**config.mk**
```make
export PLATFORM = sky130hd
export DESIGN_NAME = acu_cluster
export DESIGN_NICKNAME = d
export VERILOG_FILES = /design/src/hdl/rv32i_types.sv /design/src/hdl/ooo_types.sv /design/src/hdl/alu.sv /design/src/hdl/rs_dispatch.sv /design/src/hdl/rs_entry.sv /design/src/hdl/acu_issue.sv /design/src/hdl/acu_cluster.sv
export SDC_FILE = /design/constraint.sdc
export NUM_CORES = 2
export LEC_CHECK = 0
export BUFFER_PORTS_ARGS = -buffer_cell sky130_fd_sc_hd__buf_4
export CORE_ASPECT_RATIO = 0.5
export CORE_UTILIZATION = 40
export CTS_CLUSTER_SIZE = 28
export DETAILED_ROUTE_END_ITERATION = 8
export PLACE_DENSITY = 0.61
export SLEW_MARGIN = 5
export SYNTH_ARGS = -nofsm -noshare
export SYNTH_HDL_FRONTEND = slang
export SYNTH_SLANG_ARGS = --single-unit
export TNS_END_PERCENT = 50
```
**constraint.sdc**
```tcl
create_clock -name clk -period 6.5 [get_ports clk]
set_input_delay 1.3 -clock clk [delete_from_list [all_inputs] [get_ports clk]]
set_output_delay 1.3 -clock clk [all_outputs]
set_load 0.02 [all_outputs]
```
**src/hdl/rv32i_types.sv**
```systemverilog
`default_nettype none

package rv32i_types;

	// base opcodes, only op_reg and op_imm reach the arithmetic cluster
	typedef enum logic [6:0] {
		op_lui   = 7'b0110111,
		op_auipc = 7'b0010111,
		op_jal   = 7'b1101111,
		op_jalr  = 7'b1100111,
		op_br    = 7'b1100011,
		op_load  = 7'b0000011,
		op_store = 7'b0100011,
		op_imm   = 7'b0010011,	// register-immediate alu ops
		op_reg   = 7'b0110011,	// register-register alu ops
		op_csr   = 7'b1110011
	} rv32i_opcode;

	typedef enum logic [2:0] {
		add  = 3'b000,	// add or sub, funct7 decides
		sll  = 3'b001,
		slt  = 3'b010,
		sltu = 3'b011,
		axor = 3'b100,
		sr   = 3'b101,	// srl or sra
		aor  = 3'b110,
		aand = 3'b111
	} arith_funct3_t;

	typedef struct packed {
		logic [6:0]    funct7;
		logic [4:0]    rs2;
		logic [4:0]    rs1;
		arith_funct3_t funct3;
		logic [4:0]    rd;
		rv32i_opcode   opcode;
	} r_format_t;

	typedef struct packed {
		logic [11:0]   imm12;	// sign extended by the allocator
		logic [4:0]    rs1;
		arith_funct3_t funct3;
		logic [4:0]    rd;
		rv32i_opcode   opcode;
	} i_format_t;

	// one fetched word, viewed in either format
	typedef union packed {
		r_format_t r;
		i_format_t i;
	} instr_word_u;

endpackage : rv32i_types

`default_nettype wire

```
**src/hdl/ooo_types.sv**
```systemverilog
`default_nettype none

package ooo_types;

	parameter int WIDTH = 32;	// datapath width
	parameter int TAG_W = 3;	// rob tag width, 8 tags

	typedef logic [TAG_W-1:0] tag_t;

	typedef enum logic [3:0] {
		alu_add,
		alu_sub,
		alu_sll,
		alu_slt,
		alu_sltu,
		alu_xor,
		alu_srl,
		alu_sra,
		alu_or,
		alu_and
	} alu_op_t;

	// value is only meaningful once ready is set
	typedef struct packed {
		logic             ready;
		tag_t             tag;	// producer to wait on
		logic [WIDTH-1:0] value;
	} operand_t;

	// shared by the external bus and the cluster result bus
	typedef struct packed {
		logic             valid;
		tag_t             tag;
		logic [WIDTH-1:0] value;
	} cdb_t;

	typedef struct packed {
		alu_op_t  op;
		tag_t     dest;	// tag broadcast with the result
		operand_t src1;
		operand_t src2;
	} rs_payload_t;

	typedef logic [3:0] rs_count_t;	// free entry count, up to 15

endpackage : ooo_types

`default_nettype wire

```
**src/hdl/alu.sv**
```systemverilog
`timescale 1ns/100ps
`default_nettype none

module alu (
	input  ooo_types::alu_op_t              op,
	input  logic [ooo_types::WIDTH-1:0]     a,
	input  logic [ooo_types::WIDTH-1:0]     b,
	output logic [ooo_types::WIDTH-1:0]     y
);
	import ooo_types::*;

	logic [4:0] shamt;

	assign shamt = b[4:0];	// rv32i shifts use five bits

	always_comb begin
		case (op)
			alu_add:  y = a + b;
			alu_sub:  y = a - b;
			alu_sll:  y = a << shamt;
			alu_slt:  y = {{(WIDTH-1){1'b0}}, $signed(a) < $signed(b)};
			alu_sltu: y = {{(WIDTH-1){1'b0}}, a < b};
			alu_xor:  y = a ^ b;
			alu_srl:  y = a >> shamt;
			alu_sra:  y = $unsigned($signed(a) >>> shamt);
			alu_or:   y = a | b;
			alu_and:  y = a & b;
			default:  y = '0;
		endcase
	end

endmodule : alu

`default_nettype wire

```
**src/hdl/rs_dispatch.sv**
```systemverilog
`timescale 1ns/100ps
`default_nettype none

module rs_dispatch #(
	parameter int rs_size = 8
) (
	input  logic                     clk,
	input  logic                     arst_n,
	input  logic                     dispatch,
	input  rv32i_types::instr_word_u instr,
	input  ooo_types::tag_t          dest_tag,
	input  ooo_types::operand_t      src1,
	input  ooo_types::operand_t      src2,
	input  logic [rs_size-1:0]       busy,
	output logic [rs_size-1:0]       alloc,
	output ooo_types::rs_payload_t   payload,
	output logic                     stall,
	output ooo_types::rs_count_t     num_available
);
	import rv32i_types::*;
	import ooo_types::*;

	logic               decode_ok;
	alu_op_t            op;
	operand_t           opnd2;
	logic [rs_size-1:0] first_free;
	rs_count_t          free_count;

	// alt is bit 30 of the word, read through whichever format applies
	function automatic alu_op_t arith_op(arith_funct3_t f3, logic alt, logic is_reg);
		case (f3)
			add:     return (alt && is_reg) ? alu_sub : alu_add;	// no subi in rv32i
			sll:     return alu_sll;
			slt:     return alu_slt;
			sltu:    return alu_sltu;
			axor:    return alu_xor;
			sr:      return alt ? alu_sra : alu_srl;
			aor:     return alu_or;
			aand:    return alu_and;
			default: return alu_add;
		endcase
	endfunction

	always_comb begin
		decode_ok = 1'b1;
		op        = alu_add;
		opnd2     = src2;
		case (instr.r.opcode)
			op_reg: begin
				op = arith_op(instr.r.funct3, instr.r.funct7[5], 1'b1);
			end
			op_imm: begin
				op          = arith_op(instr.i.funct3, instr.i.imm12[10], 1'b0);
				opnd2.ready = 1'b1;	// immediate never waits
				opnd2.tag   = '0;
				opnd2.value = {{(WIDTH-12){instr.i.imm12[11]}}, instr.i.imm12};
			end
			default: decode_ok = 1'b0;	// not an arithmetic op, ignored
		endcase
	end

	assign payload = '{op: op, dest: dest_tag, src1: src1, src2: opnd2};

	assign first_free = ~busy & (busy + 1'b1);	// lowest clear busy bit
	assign alloc      = (dispatch && decode_ok && !stall) ? first_free : '0;

	always_comb begin
		free_count = '0;
		for (int i = 0; i < rs_size; i++) begin
			free_count = free_count + rs_count_t'(!busy[i]);
		end
	end

	// count follows busy with one cycle of lag
	always_ff @(posedge clk or negedge arst_n) begin
		if (!arst_n) begin
			num_available <= rs_count_t'(rs_size);
		end else begin
			num_available <= free_count;
		end
	end

	assign stall = (num_available == '0);

endmodule : rs_dispatch

`default_nettype wire

```
**src/hdl/rs_entry.sv**
```systemverilog
`timescale 1ns/100ps
`default_nettype none

module rs_entry (
	input  logic                   clk,
	input  logic                   arst_n,
	input  logic                   alloc,
	input  logic                   grant,
	input  ooo_types::rs_payload_t payload,
	input  ooo_types::cdb_t        ext_cdb,
	input  ooo_types::cdb_t        result,
	output logic                   busy,
	output logic                   ready,
	output ooo_types::rs_payload_t entry
);
	import ooo_types::*;

	rs_payload_t base;
	rs_payload_t entry_next;

	// capture a broadcast value when its tag matches a waiting operand
	function automatic operand_t snoop(operand_t o, cdb_t bus_a, cdb_t bus_b);
		operand_t r;
		r = o;
		if (!o.ready) begin
			if (bus_a.valid && bus_a.tag == o.tag) begin
				r.ready = 1'b1;
				r.value = bus_a.value;
			end else if (bus_b.valid && bus_b.tag == o.tag) begin
				r.ready = 1'b1;
				r.value = bus_b.value;
			end
		end
		return r;
	endfunction

	assign base = alloc ? payload : entry;	// snoop also applies on the load edge

	always_comb begin
		entry_next      = base;
		entry_next.src1 = snoop(base.src1, ext_cdb, result);
		entry_next.src2 = snoop(base.src2, ext_cdb, result);
	end

	always_ff @(posedge clk) begin
		entry <= entry_next;
	end

	always_ff @(posedge clk or negedge arst_n) begin
		if (!arst_n) begin
			busy <= 1'b0;
		end else if (alloc) begin
			busy <= 1'b1;
		end else if (grant) begin
			busy <= 1'b0;	// issued, slot is free again
		end
	end

	assign ready = busy && entry.src1.ready && entry.src2.ready;

endmodule : rs_entry

`default_nettype wire

```
**src/hdl/acu_issue.sv**
```systemverilog
`timescale 1ns/100ps
`default_nettype none

module acu_issue #(
	parameter int rs_size = 8
) (
	input  logic                   clk,
	input  logic                   arst_n,
	input  logic [rs_size-1:0]     ready,
	input  ooo_types::rs_payload_t entry [rs_size],
	output logic [rs_size-1:0]     grant,
	output ooo_types::cdb_t        result
);
	import ooo_types::*;

	rs_payload_t      sel;
	logic [WIDTH-1:0] alu_y;
	logic             res_valid;
	tag_t             res_tag;
	logic [WIDTH-1:0] res_value;

	assign grant = ready & (~ready + 1'b1);	// lowest ready entry wins

	always_comb begin
		sel = '0;
		for (int i = 0; i < rs_size; i++) begin
			if (grant[i]) begin
				sel = entry[i];
			end
		end
	end

	alu u_alu (
		.op (sel.op),
		.a  (sel.src1.value),
		.b  (sel.src2.value),
		.y  (alu_y)
	);

	always_ff @(posedge clk or negedge arst_n) begin
		if (!arst_n) begin
			res_valid <= 1'b0;
		end else begin
			res_valid <= |grant;	// one result per cycle at most
		end
	end

	always_ff @(posedge clk) begin
		res_tag   <= sel.dest;
		res_value <= alu_y;
	end

	assign result = '{valid: res_valid, tag: res_tag, value: res_value};

endmodule : acu_issue

`default_nettype wire

```
**src/hdl/acu_cluster.sv**
```systemverilog
`timescale 1ns/100ps
`default_nettype none

module acu_cluster #(
	parameter int rs_size = 8
) (
	input  logic                     clk,
	input  logic                     arst_n,
	input  logic                     dispatch,
	input  rv32i_types::instr_word_u instr,
	input  ooo_types::tag_t          dest_tag,
	input  ooo_types::operand_t      src1,
	input  ooo_types::operand_t      src2,
	input  ooo_types::cdb_t          ext_cdb,
	output ooo_types::cdb_t          result,
	output logic                     stall,
	output ooo_types::rs_count_t     num_available
);
	import ooo_types::*;

	logic [rs_size-1:0] alloc;
	logic [rs_size-1:0] busy;
	logic [rs_size-1:0] ready;
	logic [rs_size-1:0] grant;
	rs_payload_t        payload;
	rs_payload_t        entry [rs_size];

	rs_dispatch #(.rs_size(rs_size)) u_dispatch (
		.clk           (clk),
		.arst_n        (arst_n),
		.dispatch      (dispatch),
		.instr         (instr),
		.dest_tag      (dest_tag),
		.src1          (src1),
		.src2          (src2),
		.busy          (busy),
		.alloc         (alloc),
		.payload       (payload),
		.stall         (stall),
		.num_available (num_available)
	);

	for (genvar i = 0; i < rs_size; i++) begin : g_entry
		rs_entry u_entry (
			.clk     (clk),
			.arst_n  (arst_n),
			.alloc   (alloc[i]),
			.grant   (grant[i]),
			.payload (payload),
			.ext_cdb (ext_cdb),
			.result  (result),	// own results wake dependents too
			.busy    (busy[i]),
			.ready   (ready[i]),
			.entry   (entry[i])
		);
	end

	acu_issue #(.rs_size(rs_size)) u_issue (
		.clk    (clk),
		.arst_n (arst_n),
		.ready  (ready),
		.entry  (entry),
		.grant  (grant),
		.result (result)
	);

endmodule : acu_cluster

`default_nettype wire

```
---- Word-level counts from Yosys, hierarchy flattened ----
Cells that the tools add are included.
word-level totals
  register bits ........................... 680
  input bits .............................. 146
  word-level logic and storage cells ...... 342
  output and inout bits ................... 41
cells by class
  multiplexer cells ....................... 105
  shifts and indexed selects .............. 3
  reductions and logical operators ........ 88
  equality and inequality tests ........... 50
  $lt $le $gt $ge ......................... 2
  add/subtract/negate cells ............... 11
  bitwise logic cells ..................... 7
operator list
  kind                                                             number
  32-bit 2-to-1 mux                                                48
  79-bit 2-to-1 mux                                                8
  72-bit 2-to-1 mux                                                8
  32-bit case mux with 10 select lines                             1
  3-bit == test                                                    32
  32-bit < comparator                                              2
  4-bit case mux with 8 select lines                               2
  1-bit logical AND                                                50
  36-bit 2-to-1 mux                                                1
  1-bit 2-to-1 mux                                                 35
  2-bit OR reduction                                               17
  32-bit adder                                                     1
  32-bit AND                                                       1
  32-bit OR                                                        1
  32-bit by 5-bit << shifter with 32-bit output                    1
  32-bit by 5-bit >> shifter with 32-bit output                    1
  32-bit by 5-bit >>> shifter with 32-bit output                   1
  32-bit subtractor                                                1
  32-bit XOR                                                       1
  4-bit by 1-bit adder with 4-bit output                           6
  8-bit by 1-bit adder with 8-bit output, second input constant    2
  8-bit AND                                                        2
  4-bit by 3-bit == test with 1-bit output, second input constant  4
  8-bit inverter                                                   2
  16 further kinds                                                 38

---- Logic depth before layout (Yosys ltp) ----
  depth in word-level cells ............... 15
  gate-level depth with buffers ........... 24
  mapped depth without buffers ............ 19

---- Hierarchy ----
A second synthesis with hierarchy kept.
unflattened totals
  cell total of the unflattened synthesis .. 5291
  area total of the unflattened synthesis .. 47244.1 um^2
by module, submodules not included
  module       sequential area each (um^2)  area each (um^2)  cells each  instances
  rs_entry     1676.6                       3991.3            368         8
  alu          0.0                          8064.0            1287        1
  acu_issue    725.7                        6065.8            914         1
  rs_dispatch  101.3                        1183.6            146         1

---- Least setup slack after synthesis ----
No wires, ideal clock.
  kind .................................... flip-flop to flip-flop
  start ................................... register g_entry[4].u_entry.busy
  end ..................................... register u_issue.res_value[0]
  cell stages (with the launch flop) ...... 25
  required time ........................... 6.364 ns
  data arrival time ....................... 5.204 ns
  setup slack ............................. 1.160 ns
  clock period less this slack ............ 5.340 ns
  cell sequence ........................... dfrtp_1 buf_2 and3_1 buf_2 a211o_1 buf_2 a21oi_1 a211oi_2 nor2_1 buf_4 clkbuf_1 clkbuf_1 buf_1 ha_1 clkbuf_1 nor2b_1 o31ai_1 a2111oi_0 o31ai_1 a211oi_1 o21ai_1 o31ai_1 a221oi_1 o311ai_0 nand3_1
between the ends
  longest elaborated chain between the ends .. 11
RTL lines
  what                                       line             source
  start: declaration                         rs_entry.sv:12   output logic busy,
  start signal: assignment                   rs_entry.sv:51   busy <= 1'b0;
  start signal: assignment                   rs_entry.sv:53   busy <= 1'b1;
  start signal: assignment                   rs_entry.sv:55   busy <= 1'b0;
  1-bit logical AND * (2 in a row)           rs_entry.sv:59   assign ready = busy && entry.src1.ready && entry.src2.ready;
  8-bit inverter                             acu_issue.sv:22  assign grant = ready & (~ready + 1'b1);
  8-bit by 1-bit adder with 8-bit output     acu_issue.sv:22
  8-bit AND *                                acu_issue.sv:22
  79-bit 2-to-1 mux (3 in a row)             acu_issue.sv:27  if (grant[i]) begin
  79-bit 2-to-1 mux *                        acu_issue.sv:27
  32-bit subtractor (tied with other cells)  alu.sv:19        alu_sub: y = a - b;
  32-bit case mux with 10 select lines *     alu.sv:17        case (op)
  via u_issue.alu_y[0]                       acu_issue.sv:17  logic [WIDTH-1:0] alu_y;
  end signal: assignment                     acu_issue.sv:50  res_value <= alu_y;
  end: declaration                           acu_issue.sv:20  logic [WIDTH-1:0] res_value;
The timed path passes the listed nets; every way through them passes the cells marked *.
A chain may end at the register's enable or synchronous reset.

---- Worst setup path in the final report ----
  start ................................... register, netlist name g_entry[4].u_entry.entry[71]
  end ..................................... register u_issue.res_value[30]
between the ends
  longest elaborated chain between the ends .. 11
RTL lines
  what                                       line
  1-bit logical AND * (2 in a row)           rs_entry.sv:59
  8-bit inverter                             acu_issue.sv:22
  8-bit by 1-bit adder with 8-bit output     acu_issue.sv:22
  8-bit AND *                                acu_issue.sv:22
  79-bit 2-to-1 mux (3 in a row)             acu_issue.sv:27
  79-bit 2-to-1 mux *                        acu_issue.sv:27
  32-bit subtractor (tied with other cells)  alu.sv:19
  32-bit case mux with 10 select lines *     alu.sv:17
  via u_issue.alu_y[30]                      acu_issue.sv:17
Marked as above.

==> impl.org <==
** Critical path
- The number of buffers and inverters on the critical path is 6.
- Req. time, crit path :: 7010 ps
- Worst path slowest cell :: sky130_fd_sc_hd__ha_1
- FF-to-FF Start :: g_entry[4].u_entry.entry[71]
- In this run the critical register-to-register path is captured at u_issue.res_value[30].
- Worst path top cell family by delay :: compound AO/OA/AOI/OAI gates
- Setup slack of the worst register-to-register path :: 40 ps
- Length in cells of the worst reg-to-reg path :: 23
- Critical path class :: register to register
- Largest stage delay, worst path :: 480 ps
- Cell type with the highest occurrence count on the critical path :: sky130_fd_sc_hd__buf_4
- Category of the worst setup path launch point :: register
- Data on the critical path arrives at its endpoint at 6970 ps.
- Along the worst path, the maximum fanout reaches 16.
- The signal on the critical path passes through and3_1 -> buf_4 -> a211o_1 -> a21o_1 -> o31ai_1 -> o211ai_1 -> ha_1 -> inv_1 -> fa_1 -> nor2b_1 -> o31ai_1 -> a2111oi_0 -> buf_4 -> o31ai_1 -> buf_4 -> a211oi_1 -> buf_4 -> o21ai_1 -> o31ai_1 -> a221oi_1 -> buf_4 -> xnor2_1 -> o221ai_1.
- STA classifies the critical path endpoint as a register.

** Min path
- The min-delay analysis places its worst path in the category input pin to async pin.

** Power and ir drop
- Share of total power in combinational logic :: 69.9%
- Int Pwr :: 15,600 uW
- The design draws 35,500 uW.
- Power density over the cells :: 681 nW/um^2
- In this run switching power makes up 56.0% of total power.
- Worst IR Drop VDD :: 0.000677 V
- Clock network fraction of total power :: 12.8%
- Power dissipated by switching net loads :: 19,900 uW
- Relative contribution of sequential cells to total power :: 17.3%
- Static Leak :: 0.0202 uW

** Drt
- Aggregate routed wire length :: 266,000 um
- For this run, design rule violations remaining after detail routing come to 0.
- Overall via count from detail_route :: 53,800
- Antenna violation net count after detailed routing :: 0
- In this run, the number of DRC markers left after iteration 0 of detailed routing was 8,802.
- Dividing the detail-routed wire length by the instance count gives 35.3 um.
- Using the TritonRoute via totals, the vias-per-cell ratio works out to 7.12.
- The first TritonRoute pass finished after 9 iterations.

** Floorplanning
- Floorplan die height :: 242 um
- Die Wd :: 482 um
- Floorplan row count :: 87
- 187 I/O pins were placed.
- Core region area :: 113,000 sq um
- The die covers 116,000 sq um.
- For this configuration, the core starts out at a cell density of 40.6%.

** Clock network
- Buffers inserted during clock tree synthesis total 71.
- Clock-pin slew was measured on the worst setup and hold paths at 70 ps.
- Clock tree from TritonCTS :: built
- Clock Latency Late Sink :: 690 ps
- Clock tree root buffer cell :: sky130_fd_sc_hd__clkbuf_16
- In this run the number of H-tree levels came out at 3.
- Number of clock sinks :: 680
- In this run the deepest clock path goes through 3 buffers.

** Synth
- Most used flip-flop cell after synthesis :: sky130_fd_sc_hd__dfxtp_1
- Fraction of synthesis flops using an asynchronous set or reset pin :: 1.91%
- Of the post-synthesis cell area, the dominant cell type holds 26.6%.
- In this run, synthesis inferred 56 flip-flops with an integrated enable.
- Average footprint of a synthesized cell :: 7.63 sq um
- The Yosys step of the flow raised 0 warnings.
- Counting every instance in the synthesized netlist gives 6,027.
- Yosys mapped the design onto 106 distinct sky130hd cell types.
- Synthesized area :: 46,000 sq um
- Sorting the synthesized cells by area gives the leading types as sky130_fd_sc_hd__dfxtp_1 (27%), sky130_fd_sc_hd__o22ai_1 (6.6%), sky130_fd_sc_hd__nand2_1 (5.8%), sky130_fd_sc_hd__a21oi_1 (5.3%), sky130_fd_sc_hd__mux2i_1 (4.9%).
- Nets in the synthesized netlist :: 6,283
- sky130_fd_sc_hd__dfxtp_1 takes more of the synthesized area than any other cell.
- Synthesis inferred 680 register bits.
- Sequential share of the synthesized area :: 30.9%

** Timing
- Timing-limited maximum frequency :: 155 MHz
- Tightest Pin Transition :: 1390 ps
- In this run the tightest slew margin relative to its limit is 6.90%.
- The max-slew violation count was 0.
- The clock arrives with 33.7 ps of skew.
- Setup TNS after final layout :: 0 ps
- Setup violation total in the final timing report :: 0
- Minimum clock period :: 6460 ps
- Count of endpoints failing hold in the final timing report :: 0
- Of the available clock period, the critical path in the final layout requires 99.4%.
- Setup repair after global routing left no endpoint under its margin.

** Finish
- Most common cell after layout, fill and taps aside :: sky130_fd_sc_hd__nand2_1
- Number of nets in the layout :: 6,232
- The top cell types in the final layout, fill and taps aside, are sky130_fd_sc_hd__nand2_1 (707), sky130_fd_sc_hd__dfxtp_1 (611), sky130_fd_sc_hd__buf_4 (505).
- Of the cells placed in the final design, the portion with a size suffix greater than 1 is 13.1%.
- Area growth, synth to finish :: 13.2%
- Layout filler cell count :: 11,200
- Post-layout utilization of the core :: 46.0%

** Placement
- Routability-driven placement finished with a final weighted congestion of 1.09.
- Summed over all nets, the half-perimeter wirelength after detailed placement is 178,000 um.
- Port buffering added 176 buffers.

** Global routing
- Number of global-route vias before repair :: 49,400
- The number of antenna violations at the first check in global routing is 18.
- Largest net degree at the start of global routing :: 82
- Across every metal layer, demand over resource in global routing totals 43.8%.
- Remaining Overflow, GRT :: 0
- Global-route wire length before repair :: 370,000 um

** Run status
- Outcome :: finished clean

** Flow run
- The tool flagged a number of max-cap violations equal to 0.
-- repair_timing --
| action | CTS | global route |
|---|---|---|
| hold buffers | 0 | 0 |
| endpoints found under the setup margin | 0 | 12 |
| buffers inserted | 0 | 3 |
| resized for setup | 0 | 3 |
-- layer usage --
metal	vias to the layer above	track usage, %	wire [um]	share of wire (%)
met4	18	21.4	15100	5.7
met2	4537	60.4	105000	39
met5	-	0.327	158	0.059
met3	998	20.4	45300	17
met1	25900	56.8	101000	38
li1	22300	-	-	-
-- final cells by class --
cell class	count	area (sq um)	share of cell area [%]
clock inverters	25	394	0.756
well taps	1513	1890	3.63
clock buffers	104	2050	3.94
inverters	174	656	1.26
multi-input cells	4537	28900	55.5
repair buffers	512	3930	7.54
flip-flops and latches	680	14200	27.3
diodes	4	10.0	0.0192
-- cells in the mapped netlist, types with 15 or more instances --
| cell | n |
|---|---|
| sky130_fd_sc_hd__xnor2_1 | 57 |
| sky130_fd_sc_hd__o211ai_1 | 69 |
| sky130_fd_sc_hd__buf_4 | 16 |
| sky130_fd_sc_hd__xor2_1 | 63 |
| sky130_fd_sc_hd__o221ai_1 | 18 |
| sky130_fd_sc_hd__nand2b_1 | 28 |
| sky130_fd_sc_hd__and2_1 | 66 |
| sky130_fd_sc_hd__dfxtp_1 | 611 |
| sky130_fd_sc_hd__nand2_1 | 711 |
| sky130_fd_sc_hd__buf_1 | 59 |
| sky130_fd_sc_hd__clkbuf_1 | 451 |
| sky130_fd_sc_hd__nor2b_1 | 50 |
| sky130_fd_sc_hd__o21ai_1 | 58 |
| sky130_fd_sc_hd__mux2i_1 | 224 |
| sky130_fd_sc_hd__nand3_1 | 94 |
| sky130_fd_sc_hd__a21o_1 | 24 |
| sky130_fd_sc_hd__mux2_1 | 30 |
| sky130_fd_sc_hd__a22oi_1 | 271 |
| sky130_fd_sc_hd__mux2_2 | 32 |
| sky130_fd_sc_hd__o32ai_1 | 27 |
| sky130_fd_sc_hd__nor2_1 | 455 |
| sky130_fd_sc_hd__nor3_1 | 117 |
| sky130_fd_sc_hd__a2111o_1 | 40 |
| sky130_fd_sc_hd__and4_1 | 45 |
| sky130_fd_sc_hd__and3_1 | 64 |
| sky130_fd_sc_hd__nand4_1 | 45 |
| sky130_fd_sc_hd__a211oi_1 | 122 |
| sky130_fd_sc_hd__o21ai_0 | 255 |
| sky130_fd_sc_hd__a311oi_1 | 21 |
| sky130_fd_sc_hd__or3_1 | 15 |
| sky130_fd_sc_hd__a21oi_1 | 491 |
| sky130_fd_sc_hd__a32oi_1 | 44 |
| sky130_fd_sc_hd__ha_1 | 104 |
| sky130_fd_sc_hd__edfxtp_1 | 56 |
| sky130_fd_sc_hd__buf_2 | 104 |
| sky130_fd_sc_hd__inv_1 | 161 |
| sky130_fd_sc_hd__o31ai_1 | 22 |
| sky130_fd_sc_hd__a31oi_1 | 115 |
| sky130_fd_sc_hd__o22ai_1 | 483 |
| sky130_fd_sc_hd__a221oi_1 | 22 |
-- cells by family (layout without fill, tap and decap cells) --
kind of cell,count (synthesis),after routing,synth area share [%]
mux,295,295,6.77
fa+ha+maj,110,110,3.09
flops,680,680,30.9
other cells,0,4,0
buf+inv,810,815,7.08
simple gates,1771,1771,18.0
xor+xnor,120,120,2.28
compound gates,2241,2241,31.9
-- how the worst max path moves through the flow --
stage                     slack, ps               endpoint                    startpoint  cells past startpoint
after floorplan                1160   u_issue.res_value[0]       g_entry[4].u_entry.busy                     24
after global placement          180  u_issue.res_value[31]       g_entry[0].u_entry.busy                     19
after detailed placement        140  u_issue.res_value[31]       g_entry[0].u_entry.busy                     19
after CTS                       120  u_issue.res_value[31]       g_entry[0].u_entry.busy                     19
after global routing             10  u_issue.res_value[30]  g_entry[4].u_entry.entry[71]                     23
final                            40  u_issue.res_value[30]  g_entry[4].u_entry.entry[71]                     23
-- power groups by stage --
stage	logic (uW)	registers, uW	clock network [uW]
floorplan	13200	6080	0
global placement	23300	6140	0
detailed placement	23300	6170	0
CTS	23500	6100	4520
global route	25600	6240	4700
finish	24800	6140	4550
-- stage by stage --
| step | instances | instance area [sq um] | hold WS [ps] | setup slack, ps |
|---|---|---|---|---|
| 6_report | 7549 | 52100 | 470 | 41.4 |
| 5_1_grt | 7547 | 52100 | 476 | 10.4 |
| 4_1_cts | 7542 | 52000 | 453 | 121 |
| 3_5_place_dp | 7413 | 49600 | 460 | 143 |
| 3_3_place_gp | 7413 | 49600 | 455 | 181 |
| 2_1_floorplan | 6027 | 46000 | 444 | 1160 |
-- registers in the layout, indices dropped and copies added (netlist names) --
signal,cells
u_issue.res_valid,1
g_entry.u_entry.entry,632
u_issue.res_value,32
u_issue.res_tag,3
g_entry.u_entry.busy,8
u_dispatch.num_available,4
Note: power is estimated with default switching activity, not from simulation.
